**src/logic/uartPkg.sv**
```systemverilog
// uartPkg: serial line timing and frame format constants

package uartPkg;

	// frame format, 8N1
	localparam int DATA_BITS = 8;

	// receiver and transmitter both run on the 16x tick
	localparam int OVERSAMPLE = 16;

	// clocks per oversampling tick
	// kept tiny so one bit is only 64 clocks in simulation
	localparam int BAUD_DIVISOR = 4;

	localparam int DIVISOR_WIDTH = $clog2(BAUD_DIVISOR);

endpackage

```
**src/logic/debugPkg.sv**
```systemverilog
// debugPkg: register file geometry and debug command opcodes

package debugPkg;

	// processor register file as seen by the debug unit
	localparam int REG_COUNT = 32;
	localparam int REG_WIDTH = 32;
	localparam int BYTES_PER_REG = 4;
	localparam int BYTE_WIDTH = REG_WIDTH / BYTES_PER_REG;

	localparam int REG_INDEX_WIDTH = 5;
	localparam int BYTE_INDEX_WIDTH = 2;

	// command byte is {opcode[2:0], regIndex[4:0]}
	localparam int OPCODE_WIDTH = 3;

	localparam logic [OPCODE_WIDTH-1:0] OP_STEP = 3'd1;  // single step pulse
	localparam logic [OPCODE_WIDTH-1:0] OP_DUMP = 3'd2;  // all registers
	localparam logic [OPCODE_WIDTH-1:0] OP_READ = 3'd3;  // one register, index in low bits

endpackage

```
**src/logic/debugIfs.sv**
```systemverilog
// txCtrlIf and snapIf: controller links to the transmitter and the register snapshot
`timescale 1ns/1ps

// one byte per start strobe, done pulses after the stop bit
interface txCtrlIf
	import debugPkg::*;
();
	logic start;
	logic [BYTE_WIDTH-1:0] data;
	logic busy;
	logic done;

	modport ctrl (output start, output data, input busy, input done);
	modport serializer (input start, input data, output busy, output done);
endinterface

// capture latches all registers, byteOut is read back combinationally
interface snapIf
	import debugPkg::*;
();
	logic capture;
	logic [REG_INDEX_WIDTH-1:0] regIndex;
	logic [BYTE_INDEX_WIDTH-1:0] byteIndex;
	logic [BYTE_WIDTH-1:0] byteOut;

	modport ctrl (output capture, output regIndex, output byteIndex, input byteOut);
	modport store (input capture, input regIndex, input byteIndex, output byteOut);
endinterface

```
**src/logic/baudTickGen.sv**
```systemverilog
// baudTickGen: free running divider giving the 16x oversampling tick
`timescale 1ns/1ps

module baudTickGen
	import uartPkg::*;
(
	input  logic clk,
	input  logic reset,
	output logic tick
);

	logic [DIVISOR_WIDTH-1:0] count;

	always_ff @(posedge clk) begin
		if (reset) begin
			count <= '0;
			tick <= 1'b0;
		end else if (count == DIVISOR_WIDTH'(BAUD_DIVISOR - 1)) begin
			count <= '0;
			tick <= 1'b1;  // one clock wide
		end else begin
			count <= count + 1'b1;
			tick <= 1'b0;
		end
	end

endmodule

```
**src/logic/uartReceiver.sv**
```systemverilog
// uartReceiver: rx synchronizer, start edge detect and mid-bit sampling FSM
`timescale 1ns/1ps

module uartReceiver
	import uartPkg::*;
(
	input  logic                 clk,
	input  logic                 reset,
	input  logic                 rx,
	input  logic                 tick,
	output logic [DATA_BITS-1:0] rxByte,
	output logic                 rxValid
);

	logic [1:0] rxSync;  // two flop synchronizer
	logic rxLast;        // previous synced level, for the falling edge
	logic [$clog2(OVERSAMPLE)-1:0] tickCount;
	logic [$clog2(DATA_BITS)-1:0] bitCount;
	logic [DATA_BITS-1:0] shiftReg;
	enum logic [1:0] {IDLE, START, DATA, STOP} state;

	// line idles high
	always_ff @(posedge clk) begin
		if (reset) begin
			rxSync <= 2'b11;
			rxLast <= 1'b1;
		end else begin
			rxSync <= {rxSync[0], rx};
			rxLast <= rxSync[1];
		end
	end

	always_ff @(posedge clk) begin
		if (reset) begin
			state <= IDLE;
			tickCount <= '0;
			bitCount <= '0;
			rxValid <= 1'b0;
		end else begin
			rxValid <= 1'b0;
			case (state)
				IDLE: if (rxLast && !rxSync[1]) begin
					tickCount <= '0;
					state <= START;
				end
				START: if (tick) begin
					if (tickCount == OVERSAMPLE / 2 - 1) begin
						// still low at mid start bit, else it was a glitch
						tickCount <= '0;
						bitCount <= '0;
						state <= rxSync[1] ? IDLE : DATA;
					end else
						tickCount <= tickCount + 1'b1;
				end
				DATA: if (tick) begin
					if (tickCount == OVERSAMPLE - 1) begin
						tickCount <= '0;
						shiftReg <= {rxSync[1], shiftReg[DATA_BITS-1:1]};  // lsb first
						if (bitCount == DATA_BITS - 1)
							state <= STOP;
						else
							bitCount <= bitCount + 1'b1;
					end else
						tickCount <= tickCount + 1'b1;
				end
				STOP: if (tick) begin
					if (tickCount == OVERSAMPLE - 1) begin
						rxValid <= rxSync[1];  // framing error drops the byte
						state <= IDLE;
					end else
						tickCount <= tickCount + 1'b1;
				end
			endcase
		end
	end

	assign rxByte = shiftReg;

endmodule

```
**src/logic/uartTransmitter.sv**
```systemverilog
// uartTransmitter: 8N1 serializer loaded by a start strobe
`timescale 1ns/1ps

module uartTransmitter
	import uartPkg::*;
(
	input  logic          clk,
	input  logic          reset,
	input  logic          tick,
	output logic          tx,
	txCtrlIf.serializer   txCtrl
);

	logic [$clog2(OVERSAMPLE)-1:0] tickCount;
	logic [$clog2(DATA_BITS)-1:0] bitCount;
	logic [DATA_BITS-1:0] shiftReg;
	enum logic [1:0] {IDLE, START, DATA, STOP} state;

	// drops together with the done pulse
	assign txCtrl.busy = (state != IDLE);

	always_ff @(posedge clk) begin
		if (reset) begin
			state <= IDLE;
			tickCount <= '0;
			bitCount <= '0;
			tx <= 1'b1;
			txCtrl.done <= 1'b0;
		end else begin
			txCtrl.done <= 1'b0;
			case (state)
				IDLE: if (txCtrl.start) begin
					shiftReg <= txCtrl.data;
					tickCount <= '0;
					tx <= 1'b0;  // start bit
					state <= START;
				end
				START: if (tick) begin
					if (tickCount == OVERSAMPLE - 1) begin
						tickCount <= '0;
						bitCount <= '0;
						tx <= shiftReg[0];
						state <= DATA;
					end else
						tickCount <= tickCount + 1'b1;
				end
				DATA: if (tick) begin
					if (tickCount == OVERSAMPLE - 1) begin
						tickCount <= '0;
						shiftReg <= shiftReg >> 1;
						if (bitCount == DATA_BITS - 1) begin
							tx <= 1'b1;  // stop bit
							state <= STOP;
						end else begin
							tx <= shiftReg[1];
							bitCount <= bitCount + 1'b1;
						end
					end else
						tickCount <= tickCount + 1'b1;
				end
				STOP: if (tick) begin
					if (tickCount == OVERSAMPLE - 1) begin
						txCtrl.done <= 1'b1;
						state <= IDLE;
					end else
						tickCount <= tickCount + 1'b1;
				end
			endcase
		end
	end

endmodule

```
**src/logic/registerSnapshot.sv**
```systemverilog
// registerSnapshot: one-shot copy of the register file and byte readout mux
`timescale 1ns/1ps

module registerSnapshot
	import debugPkg::*;
(
	input  logic                                 clk,
	input  logic [REG_COUNT-1:0][REG_WIDTH-1:0] regValues,
	snapIf.store                                 snap
);

	// same bit layout as regValues, split into bytes
	logic [REG_COUNT-1:0][BYTES_PER_REG-1:0][BYTE_WIDTH-1:0] latched;

	always_ff @(posedge clk) begin
		if (snap.capture)
			latched <= regValues;
	end

	// byte 0 is bits 7:0 of the selected register
	assign snap.byteOut = latched[snap.regIndex][snap.byteIndex];

endmodule

```
**src/logic/debugControl.sv**
```systemverilog
// debugControl: command decode, step pulse and register readout sequencer
`timescale 1ns/1ps

module debugControl
	import debugPkg::*;
(
	input  logic                  clk,
	input  logic                  reset,
	input  logic [BYTE_WIDTH-1:0] rxByte,
	input  logic                  rxValid,
	output logic                  stepPulse,
	txCtrlIf.ctrl                 txCtrl,
	snapIf.ctrl                   snap
);

	logic [OPCODE_WIDTH-1:0] opcode;
	logic [REG_INDEX_WIDTH-1:0] lastIndex;  // final register of the reply
	logic lastByte;
	enum logic [1:0] {IDLE, SEND, WAIT} state;

	assign opcode = rxByte[BYTE_WIDTH-1 -: OPCODE_WIDTH];
	assign lastByte = (snap.byteIndex == BYTE_INDEX_WIDTH'(BYTES_PER_REG - 1))
		&& (snap.regIndex == lastIndex);

	// serializer takes this on the start strobe
	assign txCtrl.data = snap.byteOut;

	always_ff @(posedge clk) begin
		if (reset) begin
			state <= IDLE;
			stepPulse <= 1'b0;
			snap.capture <= 1'b0;
			snap.regIndex <= '0;
			snap.byteIndex <= '0;
			lastIndex <= '0;
			txCtrl.start <= 1'b0;
		end else begin
			stepPulse <= 1'b0;
			snap.capture <= 1'b0;
			txCtrl.start <= 1'b0;
			case (state)
				// new commands only taken here, anything during a reply is dropped
				IDLE: if (rxValid) begin
					case (opcode)
						OP_STEP: stepPulse <= 1'b1;
						OP_DUMP: begin
							snap.regIndex <= '0;
							lastIndex <= REG_INDEX_WIDTH'(REG_COUNT - 1);
							snap.byteIndex <= '0;
							snap.capture <= 1'b1;
							state <= SEND;
						end
						OP_READ: begin
							snap.regIndex <= rxByte[REG_INDEX_WIDTH-1:0];
							lastIndex <= rxByte[REG_INDEX_WIDTH-1:0];
							snap.byteIndex <= '0;
							snap.capture <= 1'b1;
							state <= SEND;
						end
						default: ;  // unused opcodes
					endcase
				end
				// snapshot is being latched this cycle
				SEND: if (!txCtrl.busy) begin
					txCtrl.start <= 1'b1;
					state <= WAIT;
				end
				WAIT: if (txCtrl.done) begin
					if (lastByte)
						state <= IDLE;
					else begin
						txCtrl.start <= 1'b1;  // busy already low with done
						snap.byteIndex <= snap.byteIndex + 1'b1;
						if (snap.byteIndex == BYTE_INDEX_WIDTH'(BYTES_PER_REG - 1))
							snap.regIndex <= snap.regIndex + 1'b1;
					end
				end
				default: state <= IDLE;
			endcase
		end
	end

endmodule

```
**src/logic/debugUnit.sv**
```systemverilog
// debugUnit: top level of the serial debug unit, UART blocks, snapshot and controller
`timescale 1ns/1ps

module debugUnit
	import debugPkg::*;
(
	input  logic                                 clk,
	input  logic                                 reset,
	input  logic                                 rx,
	input  logic [REG_COUNT-1:0][REG_WIDTH-1:0] regValues,
	output logic                                 tx,
	output logic [BYTE_WIDTH-1:0]                rxData,
	output logic                                 rxValid,
	output logic                                 stepPulse
);

	logic tick;  // shared 16x tick

	txCtrlIf txCtrl();
	snapIf snap();

	baudTickGen baudTickGen_i (
		.clk   (clk),
		.reset (reset),
		.tick  (tick)
	);

	uartReceiver uartReceiver_i (
		.clk     (clk),
		.reset   (reset),
		.rx      (rx),
		.tick    (tick),
		.rxByte  (rxData),
		.rxValid (rxValid)
	);

	uartTransmitter uartTransmitter_i (
		.clk    (clk),
		.reset  (reset),
		.tick   (tick),
		.tx     (tx),
		.txCtrl (txCtrl.serializer)
	);

	registerSnapshot registerSnapshot_i (
		.clk       (clk),
		.regValues (regValues),
		.snap      (snap.store)
	);

	// received bytes also go straight out on rxData and rxValid
	debugControl debugControl_i (
		.clk       (clk),
		.reset     (reset),
		.rxByte    (rxData),
		.rxValid   (rxValid),
		.stepPulse (stepPulse),
		.txCtrl    (txCtrl.ctrl),
		.snap      (snap.ctrl)
	);

endmodule

```
**config.mk**
```make
export PLATFORM = sky130hd
export DESIGN_NAME = debugUnit
export DESIGN_NICKNAME = d
export VERILOG_FILES = /design/src/logic/uartPkg.sv /design/src/logic/debugPkg.sv /design/src/logic/debugIfs.sv /design/src/logic/baudTickGen.sv /design/src/logic/uartReceiver.sv /design/src/logic/uartTransmitter.sv /design/src/logic/registerSnapshot.sv /design/src/logic/debugControl.sv /design/src/logic/debugUnit.sv
export SDC_FILE = /design/constraint.sdc
export NUM_CORES = 1
export LEC_CHECK = 0
export BUFFER_PORTS_ARGS = -buffer_cell sky130_fd_sc_hd__buf_2
export CORE_MARGIN = 1.5
export CORE_UTILIZATION = 25
export DETAILED_ROUTE_END_ITERATION = 6
export HOLD_SLACK_MARGIN = 0.03
export SYNTH_ARGS = -nofsm -noshare
export SYNTH_HDL_FRONTEND = slang
export SYNTH_SLANG_ARGS = --single-unit
```
**constraint.sdc**
```tcl
create_clock -name clk -period 22.9 [get_ports clk]
set_clock_uncertainty 0.1 [all_clocks]
set_input_delay 1.145 -clock clk [delete_from_list [all_inputs] [get_ports clk]]
set_output_delay 1.145 -clock clk [all_outputs]
set_load 0.005 [all_outputs]
```
==> run_results.csv, run 1 <==
group,metric,value,unit
route,avgViaCountPerCell,4.811,
worst_setup_path,cp-start-kind,"flop",
clock_network,insertion_delay,0.74,ns
clock_network,ctsResizeCount,0,
global_routing,grtUsageMet1,0.2320,
global_routing,grtUsageMet3,0.05487,
power,p_per_area,85.58,mW/mm2
worst_setup_path,crit_fanout,46,
global_routing,track_usage,0.1859,
worst_setup_path,reg2reg_depth,7,
sta,slew-limit-headroom,0.2015,
global_routing,overflow,0,
synthesis,ys_seq_elements,1084,
global_routing,grt_max_degree,193,
placement,port-buffer-count,1037,
worst_setup_path,worst-path-buf-inv,2,
synthesis,async_reset_ff_frac,0,
power,irDropWorstVdd,0.06457,mV
sta,fin_crit_sh,0.2317,
worst_setup_path,crit_chain,"buf_4 -> buf_4 -> mux4_2 -> a211oi_1 -> a221oi_1 -> a211oi_1 -> o31ai_1",
hold_path,min_path_cells,1,
route,drc,0,
synthesis,synthSimpleGateAreaFrac,0.02160,
clock_network,path_clk_slew,0.07,ns
layout,seq_area,0.03214,mm2
global_routing,grt_pass1_vias,26000,
job,max_cap_violations,0,
synthesis,synthAdderAreaFrac,0.005038,
hold_path,min_to,"uartReceiver_i.rxSync[1]",
die,die_area,0.1714,mm2
synthesis,synth_top_family_by_area,"multiplexers",
synthesis,synth_compound_area_frac,0.05227,
route,first_pass_iters,5,
clock_network,clkSinkCount,1084,
layout,instances_no_fill,5547,
sta,tns,0,ns
synthesis,synthTopCellsByCount,"edfxtp_1, mux2i_1, mux4_2, o21ai_0, clkbuf_1",
synthesis,synth_seq_area_share,0.7605,
worst_setup_path,slowest_delay,0.92,ns
die,ios,1038,
worst_setup_path,crit_family,"compound AO/OA/AOI/OAI gates",
sta,fmaxAchievable,188.4,MHz
status,status,"finished clean",
placement,hpwlAfterDp,124.0,mm
power,p_leak,18.29,nW
synthesis,ys_types,62,
synthesis,synthMuxAreaShare,0.1389,
die,start_util,0.2522,
synthesis,syn_area,0.04222,mm2
synthesis,synth.most_common_cell,"edfxtp_1",
worst_setup_path,cp.required,23.27,ns
hold_path,hold_class,"flop to flop",
route,drtIter0Drc,3309,
placement,placed_cells,5283,
sta,finalCriticalPeriod,5.307,ns
layout,drive_gt1_frac,0.4322,
placement,placed_cell_area,0.04985,mm2
sta,hold_violations,0,
placement,gp_congestion,0.9353,
sta,setup_viol,0,
layout,utilization,0.3206,
synthesis,syn-instance-count,2124,
route,routed_wl,166.4,mm
sta,worstMarginPinSlew,1.185,ns
global_routing,grt_antenna_before_repair,97,
die,coreArea,0.1674,mm2
synthesis,synth_top_cell_by_area,"edfxtp_1",
synthesis,syn-mean-instance-area,19.88,um2
sta,rsz0062_at_grt,"false",
worst_setup_path,timing.rr.end,"uartTransmitter_i.shiftReg[4]",
clock_network,cts_tree,"done",
sta,maxSlewViolCount,0,
synthesis,synth-xor-area-share,0.001037,
clock_network,cts_max_level,3,
synthesis,synth_nets,3168,
layout,area_growth,27.10,%
worst_setup_path,crit_slowest_cell,"a211oi_1",
worst_setup_path,arrival,5.68,ns
clock_network,cts.path.max_buffers,3,
synthesis,ys_warn_count,0,
layout,stdcell_area,0.05366,mm2
worst_setup_path,ff2ff_setup_slack,17.59,ns
synthesis,synth-main-ff-cell,"edfxtp_1",
global_routing,grt_use_met2,0.3096,
synthesis,synth.area.top_cells,"edfxtp_1, mux4_2, mux2i_1",
layout,nNetsFinal,4242,
route,via_count,26690,
route,wire_per_inst,30.00,um
worst_setup_path,critPathKind,"flop to flop",
die,die_height,414.0,um
global_routing,busiest_layer,"met2",
clock_network,numCtsBuffers,117,
layout,nFillCells,16470,
clock_network,holdBufCountCts,0,
synthesis,synth_top_area_frac,0.7396,
clock_network,clock-root-buffer,"clkbuf_16",
layout,multiInputGateArea,0.009303,mm2
die,die_width,414.0,um
hold_path,hp-start,"uartReceiver_i.rxSync[0]",
clock_network,post_cts_buffers,0,
worst_setup_path,crit_path_end_kind,"flop",
worst_setup_path,timing.rr.start,"debugControl_i.snap.regIndex[0]",
route,drtAntennaViolNets,0,
die,fp-row-count,150,
synthesis,synth_enable_flop_cells,1040,
global_routing,grt_pass1_wl,215.4,mm
==> final cells by class <==
| cell class | instances | area share |
|---|---|---|
| flip-flops and latches | 1084 | 0.5988 |
| multi-input cells | 897 | 0.1734 |
| inverters | 18 | 0.001282 |
| clock buffers | 144 | 0.05645 |
| clock inverters | 74 | 0.01245 |
| repair buffers | 1080 | 0.1041 |
| diodes | 46 | 0.002145 |
| well taps | 2204 | 0.05139 |
==> power breakdown <==
part,internal (W),switching (W)
Combinational,0.000243,0.000300
Sequential,0.00218,0.0000222
Clock,0.00102,0.000825
==> cells in the final DEF (no fill, tap or decap), types with 12 or more instances in the layout <==
cell / count
edfxtp_1: 1040
buf_2: 1037
mux2i_1: 218
mux4_2: 149
clkbuf_16: 117
o21ai_0: 56
a21oi_1: 51
diode_2: 46
a221oi_1: 46
nor2_1: 41
nand2_1: 41
a211oi_1: 37
dfxtp_1: 36
buf_4: 36
o22ai_1: 27
clkbuf_1: 27
clkinv_1: 24
clkinv_2: 23
o221ai_1: 22
nand3_1: 22
inv_1: 17
ha_1: 17
a22oi_1: 13
nand2b_1: 13
mux4_1: 12
==> worst max-delay path by stage <==
stage | start | to | slack [ns] | cells past startpoint
finish | debugControl_i.snap.regIndex[0] | uartTransmitter_i.shiftReg[4] | 17.59 | 7
detailed placement | debugControl_i.snap.regIndex[0] | uartTransmitter_i.shiftReg[1] | 17.28 | 7
global placement | debugControl_i.snap.regIndex[0] | uartTransmitter_i.shiftReg[2] | 17.09 | 8
floorplan | debugControl_i.snap.capture | registerSnapshot_i.latched[0] | 9.65 | 0
CTS | debugControl_i.snap.regIndex[0] | uartTransmitter_i.shiftReg[1] | 17.28 | 7
global route | debugControl_i.snap.regIndex[0] | uartTransmitter_i.shiftReg[0] | 17.18 | 7
==> per-layer routing <==
metal / up-vias / part of all wire
met2: 1589 / 0.49
met1: 13630 / 0.38
met5: - / 0.0020
met4: 54 / 0.032
met3: 341 / 0.096
li1: 11080 / -
==> registers in the layout, indices dropped and copies added (netlist names), 3 cells and up, named ones only <==
signal,cells
registerSnapshot_i.latched,1024
uartTransmitter_i.tickCount,4
debugControl_i.lastIndex,5
uartTransmitter_i.shiftReg,8
uartReceiver_i.tickCount,4
uartReceiver_i.rxByte,8
debugControl_i.snap.regIndex,5
uartTransmitter_i.bitCount,3
uartReceiver_i.bitCount,3
==> logic make-up (layout without fill, tap and decap cells) <==
group / Yosys count / after routing
other: 0 / 46
buffers and inverters: 143 / 1316
flip-flops: 1084 / 1084
multiplexers: 380 / 380
adder cells (fa/ha/maj): 17 / 17
AO/OA/AOI/OAI: 314 / 314
AND/OR/NAND/NOR: 181 / 181
XOR/XNOR: 5 / 5
==> per-stage QoR <==
step	setup slack (ns)	hold WS, ns	total power (W)
floorplan	9.655	0.2895	0.002548
global placement	17.09	0.2963	0.002786
detailed placement	17.28	0.2968	0.002797
CTS	17.28	0.3107	0.004655
global route	17.18	0.3310	0.004746
finish	17.59	0.3076	0.004593
(Power assumes the default switching activity.)
==> run 2: changes to the inputs <==
==> constraint.sdc (replaced) <==
create_clock -name clk -period 5.1 [get_ports clk]
set_clock_uncertainty 0.1 [all_clocks]
set_input_delay 0.255 -clock clk [delete_from_list [all_inputs] [get_ports clk]]
set_output_delay 0.255 -clock clk [all_outputs]
set_load 0.005 [all_outputs]
==> run_results.csv, run 2 <==
group,metric,value,unit
status,status,"did not finish",
status,lastStage,"clock tree synthesis",
status,error,"[ERROR RSZ-0060] Max buffer count reached.",
synthesis,synth_seq_area_share,0.7605,
placement,port-buffer-count,1037,
synthesis,ys_warn_count,0,
clock_network,ctsResizeCount,0,
synthesis,synth.most_common_cell,"edfxtp_1",
clock_network,clkSinkCount,1084,
placement,placed_cell_area,0.05019,mm2
synthesis,syn-instance-count,2124,
synthesis,synth_nets,3168,
synthesis,synthTopCellsByCount,"edfxtp_1, mux2i_1, mux4_2, o21ai_0, clkbuf_1",
placement,hpwlAfterDp,125.4,mm
synthesis,synth_top_area_frac,0.7396,
die,die_height,414.0,um
clock_network,numCtsBuffers,116,
placement,placed_cells,5309,
die,die_width,414.0,um
die,ios,1038,
synthesis,ys_seq_elements,1084,
die,fp-row-count,150,
synthesis,ys_types,62,
placement,gp_congestion,0.9042,
clock_network,post_cts_buffers,0,
synthesis,syn-mean-instance-area,19.88,um2
synthesis,synth.area.top_cells,"edfxtp_1, mux4_2, mux2i_1",
synthesis,async_reset_ff_frac,0,
clock_network,clock-root-buffer,"clkbuf_16",
clock_network,cts.path.max_buffers,3,
synthesis,synth-main-ff-cell,"edfxtp_1",
clock_network,holdBufCountCts,1106,
clock_network,cts_max_level,3,
die,start_util,0.2522,
synthesis,synth_enable_flop_cells,1040,
synthesis,syn_area,0.04222,mm2
synthesis,synth_top_cell_by_area,"edfxtp_1",
[run 2: cell counts after synthesis]
No cell type changed its count.
[run 2: cells by family after synthesis]
family,synth area share
DFF,0.7605
buffers and inverters,0.02065
xor gates and xnor gates,0.001037
adders and majority gates,0.005038
AOI/OAI and AO/OA,0.05227
and+or+nand+nor,0.02160
muxes,0.1389
[run 2: metrics by stage]
step / worst slack, ns / utilization
after floorplan: -2.735 / -
after global placement: 1.165 / 0.2998
after detailed placement: 1.177 / 0.2998
==> run 3: changes to the inputs <==
--- a/config.mk
+++ b/config.mk
@@ -7,9 +7,9 @@
 export LEC_CHECK = 0
 export BUFFER_PORTS_ARGS = -buffer_cell sky130_fd_sc_hd__buf_2
 export CORE_MARGIN = 1.5
-export CORE_UTILIZATION = 25
+export CORE_UTILIZATION = 20
 export DETAILED_ROUTE_END_ITERATION = 6
-export HOLD_SLACK_MARGIN = 0.03
+export PLACE_DENSITY_LB_ADDON = 0.15
 export SYNTH_ARGS = -nofsm -noshare
 export SYNTH_HDL_FRONTEND = slang
 export SYNTH_SLANG_ARGS = --single-unit
==> run_results.csv, run 3 (synthesized netlist as in run 1, its figures left out) <==
group,metric,value,unit
status,status,"finished clean",
placement,hpwlAfterDp,135.8,mm
worst_setup_path,arrival,4.54,ns
sta,setup_viol,0,
power,internal-power,0.01712,W
placement,port-buffer-count,1037,
sta,fin_crit_sh,0.8154,
sta,maxSlewViolCount,0,
worst_setup_path,crit_fanout,28,
sta,holdWs,0.07910,ns
global_routing,track_usage,0.1691,
worst_setup_path,reg2reg_depth,7,
power,swShare,0.2537,
sta,finalCriticalPeriod,4.159,ns
route,drtAntennaViolNets,0,
global_routing,grt_pass1_vias,32060,
hold_path,hp-start,"regValues[777]",
clock_network,path_clk_slew,0.06,ns
route,via_count,29390,
worst_setup_path,cp.required,5.48,ns
worst_setup_path,timing.rr.end,"uartTransmitter_i.shiftReg[6]",
route,drtIter0Drc,1956,
route,avgViaCountPerCell,4.037,
sta,fmaxAchievable,240.5,MHz
layout,layout_common_cells,"dlygate4sd3_1, edfxtp_1, buf_2",
clock_network,ctsResizeCount,0,
global_routing,grt_antenna_before_repair,85,
job,max_cap_violations,0,
power,irDropWorstVdd,0.3256,mV
clock_network,cts_tree,"done",
sta,worstMarginPinSlew,1.392,ns
worst_setup_path,critPathKind,"flop to flop",
route,wire_per_inst,25.40,um
route,drc,0,
worst_setup_path,timing.rr.start,"debugControl_i.snap.regIndex[3]",
die,fp-row-count,168,
power,p_leak,23.31,nW
clock_network,cts.path.max_buffers,3,
clock_network,clkSinkCount,1084,
layout,largest_reg_flops,1024,
hold_path,min_path_cells,2,
die,die_area,0.2139,mm2
hold_path,hold_class,"input port to flop",
clock_network,cts_max_level,4,
die,start_util,0.2013,
layout,drive_gt1_frac,0.3354,
worst_setup_path,crit_path_end_kind,"flop",
clock_network,insertion_delay,0.79,ns
clock_network,post_cts_buffers,0,
layout,nFillCells,21030,
power,p_comb_frac,0.146,
global_routing,grt_max_degree,155,
layout,nNetsFinal,5356,
global_routing,overflow,0,
clock_network,holdBufCountCts,1064,
sta,slew-limit-headroom,0.06251,
die,coreArea,0.2098,mm2
worst_setup_path,crit_start,"debugControl_i.snap.regIndex[3]",
worst_setup_path,cp-start-kind,"flop",
sta,hold_violations,0,
die,die_height,462.5,um
worst_setup_path,ff2ff_setup_slack,0.94,ns
clock_network,numCtsBuffers,137,
clock_network,clock-root-buffer,"clkbuf_16",
power,p_sw,0.005820,W
hold_path,min_to,"registerSnapshot_i.latched[777]",
power,clockPowerShare,0.424,
layout,final_common_cell,"dlygate4sd3_1",
sta,rsz0062_at_grt,"false",
power,p_per_area,346.5,mW/mm2
layout,top_register,"registerSnapshot_i.latched",
route,first_pass_iters,5,
die,die_width,462.5,um
sta,layout_setup_ws,0.9414,ns
layout,area_growth,56.77,%
die,ios,1038,
route,routed_wl,184.9,mm
power,p_seq_frac,0.430,
placement,pre_cts_slack,0.8120,ns
global_routing,grt_pass1_wl,253.1,mm
placement,gp_congestion,0.7778,
[run 3: critical path, stage by stage, from the launching register on]
cell     delay, ns
dfxtp_4       0.49
nand3_4       0.47
buf_4         0.59
o22ai_1       0.38
nor3_1        0.77
nand3_1       0.22
a32oi_1       0.66
o31ai_1       0.11
[run 3: layout make-up]
| type | count | area, um2 | share of cell area |
|---|---|---|---|
| diodes | 56 | 140.1 | 0.002117 |
| inverters | 18 | 70.07 | 0.001059 |
| clock buffers | 169 | 3600 | 0.05438 |
| clock inverters | 77 | 880.8 | 0.01331 |
| repair buffers | 2174 | 16580 | 0.2504 |
| well taps | 2805 | 3510 | 0.05302 |
| multi-input cells | 897 | 9280 | 0.1402 |
| flip-flops and latches | 1084 | 32140 | 0.4855 |
[run 3: through the flow]
stage	area [um2]	std cells	power, W	util	TNS [ns]
2_1_floorplan	42230	2124	0.01144	-	-2800.68
3_3_place_gp	50920	5914	0.01277	0.2427	0
3_5_place_dp	50920	5914	0.01276	0.2427	0
4_1_cts	66050	7224	0.02341	0.3149	0
5_1_grt	66170	7270	0.02388	0.3154	0
6_report	66190	7280	0.02294	0.3155	0
[run 3: power by group through the flow]
stage	clock, W	combinational [W]	sequential [W]
floorplan	0	0.00145	0.00999
global placement	0	0.00271	0.0101
detailed placement	0	0.00271	0.0101
CTS	0.0101	0.00345	0.00987
global route	0.0104	0.00359	0.00987
finish	0.00973	0.00334	0.00986
[run 3: worst max-delay path by stage]
stage	endpoint	slack (ns)	depth (start not counted)
final	uartTransmitter_i.shiftReg[6]	0.94	7
after global routing	uartTransmitter_i.shiftReg[6]	0.81	7
after CTS	uartTransmitter_i.shiftReg[6]	0.81	7
after detailed placement	uartTransmitter_i.shiftReg[6]	0.81	7
after global placement	uartTransmitter_i.shiftReg[6]	0.82	7
after floorplan	registerSnapshot_i.latched[0]	-2.74	0
[run 3: routing by layer]
metal	global-route usage	vias up	share of wire
met1	0.2169	14710	0.43
met4	0.04426	30	0.022
met3	0.04341	248	0.060
li1	-	13350	-
met2	0.2818	1056	0.48
met5	0	-	0.0010
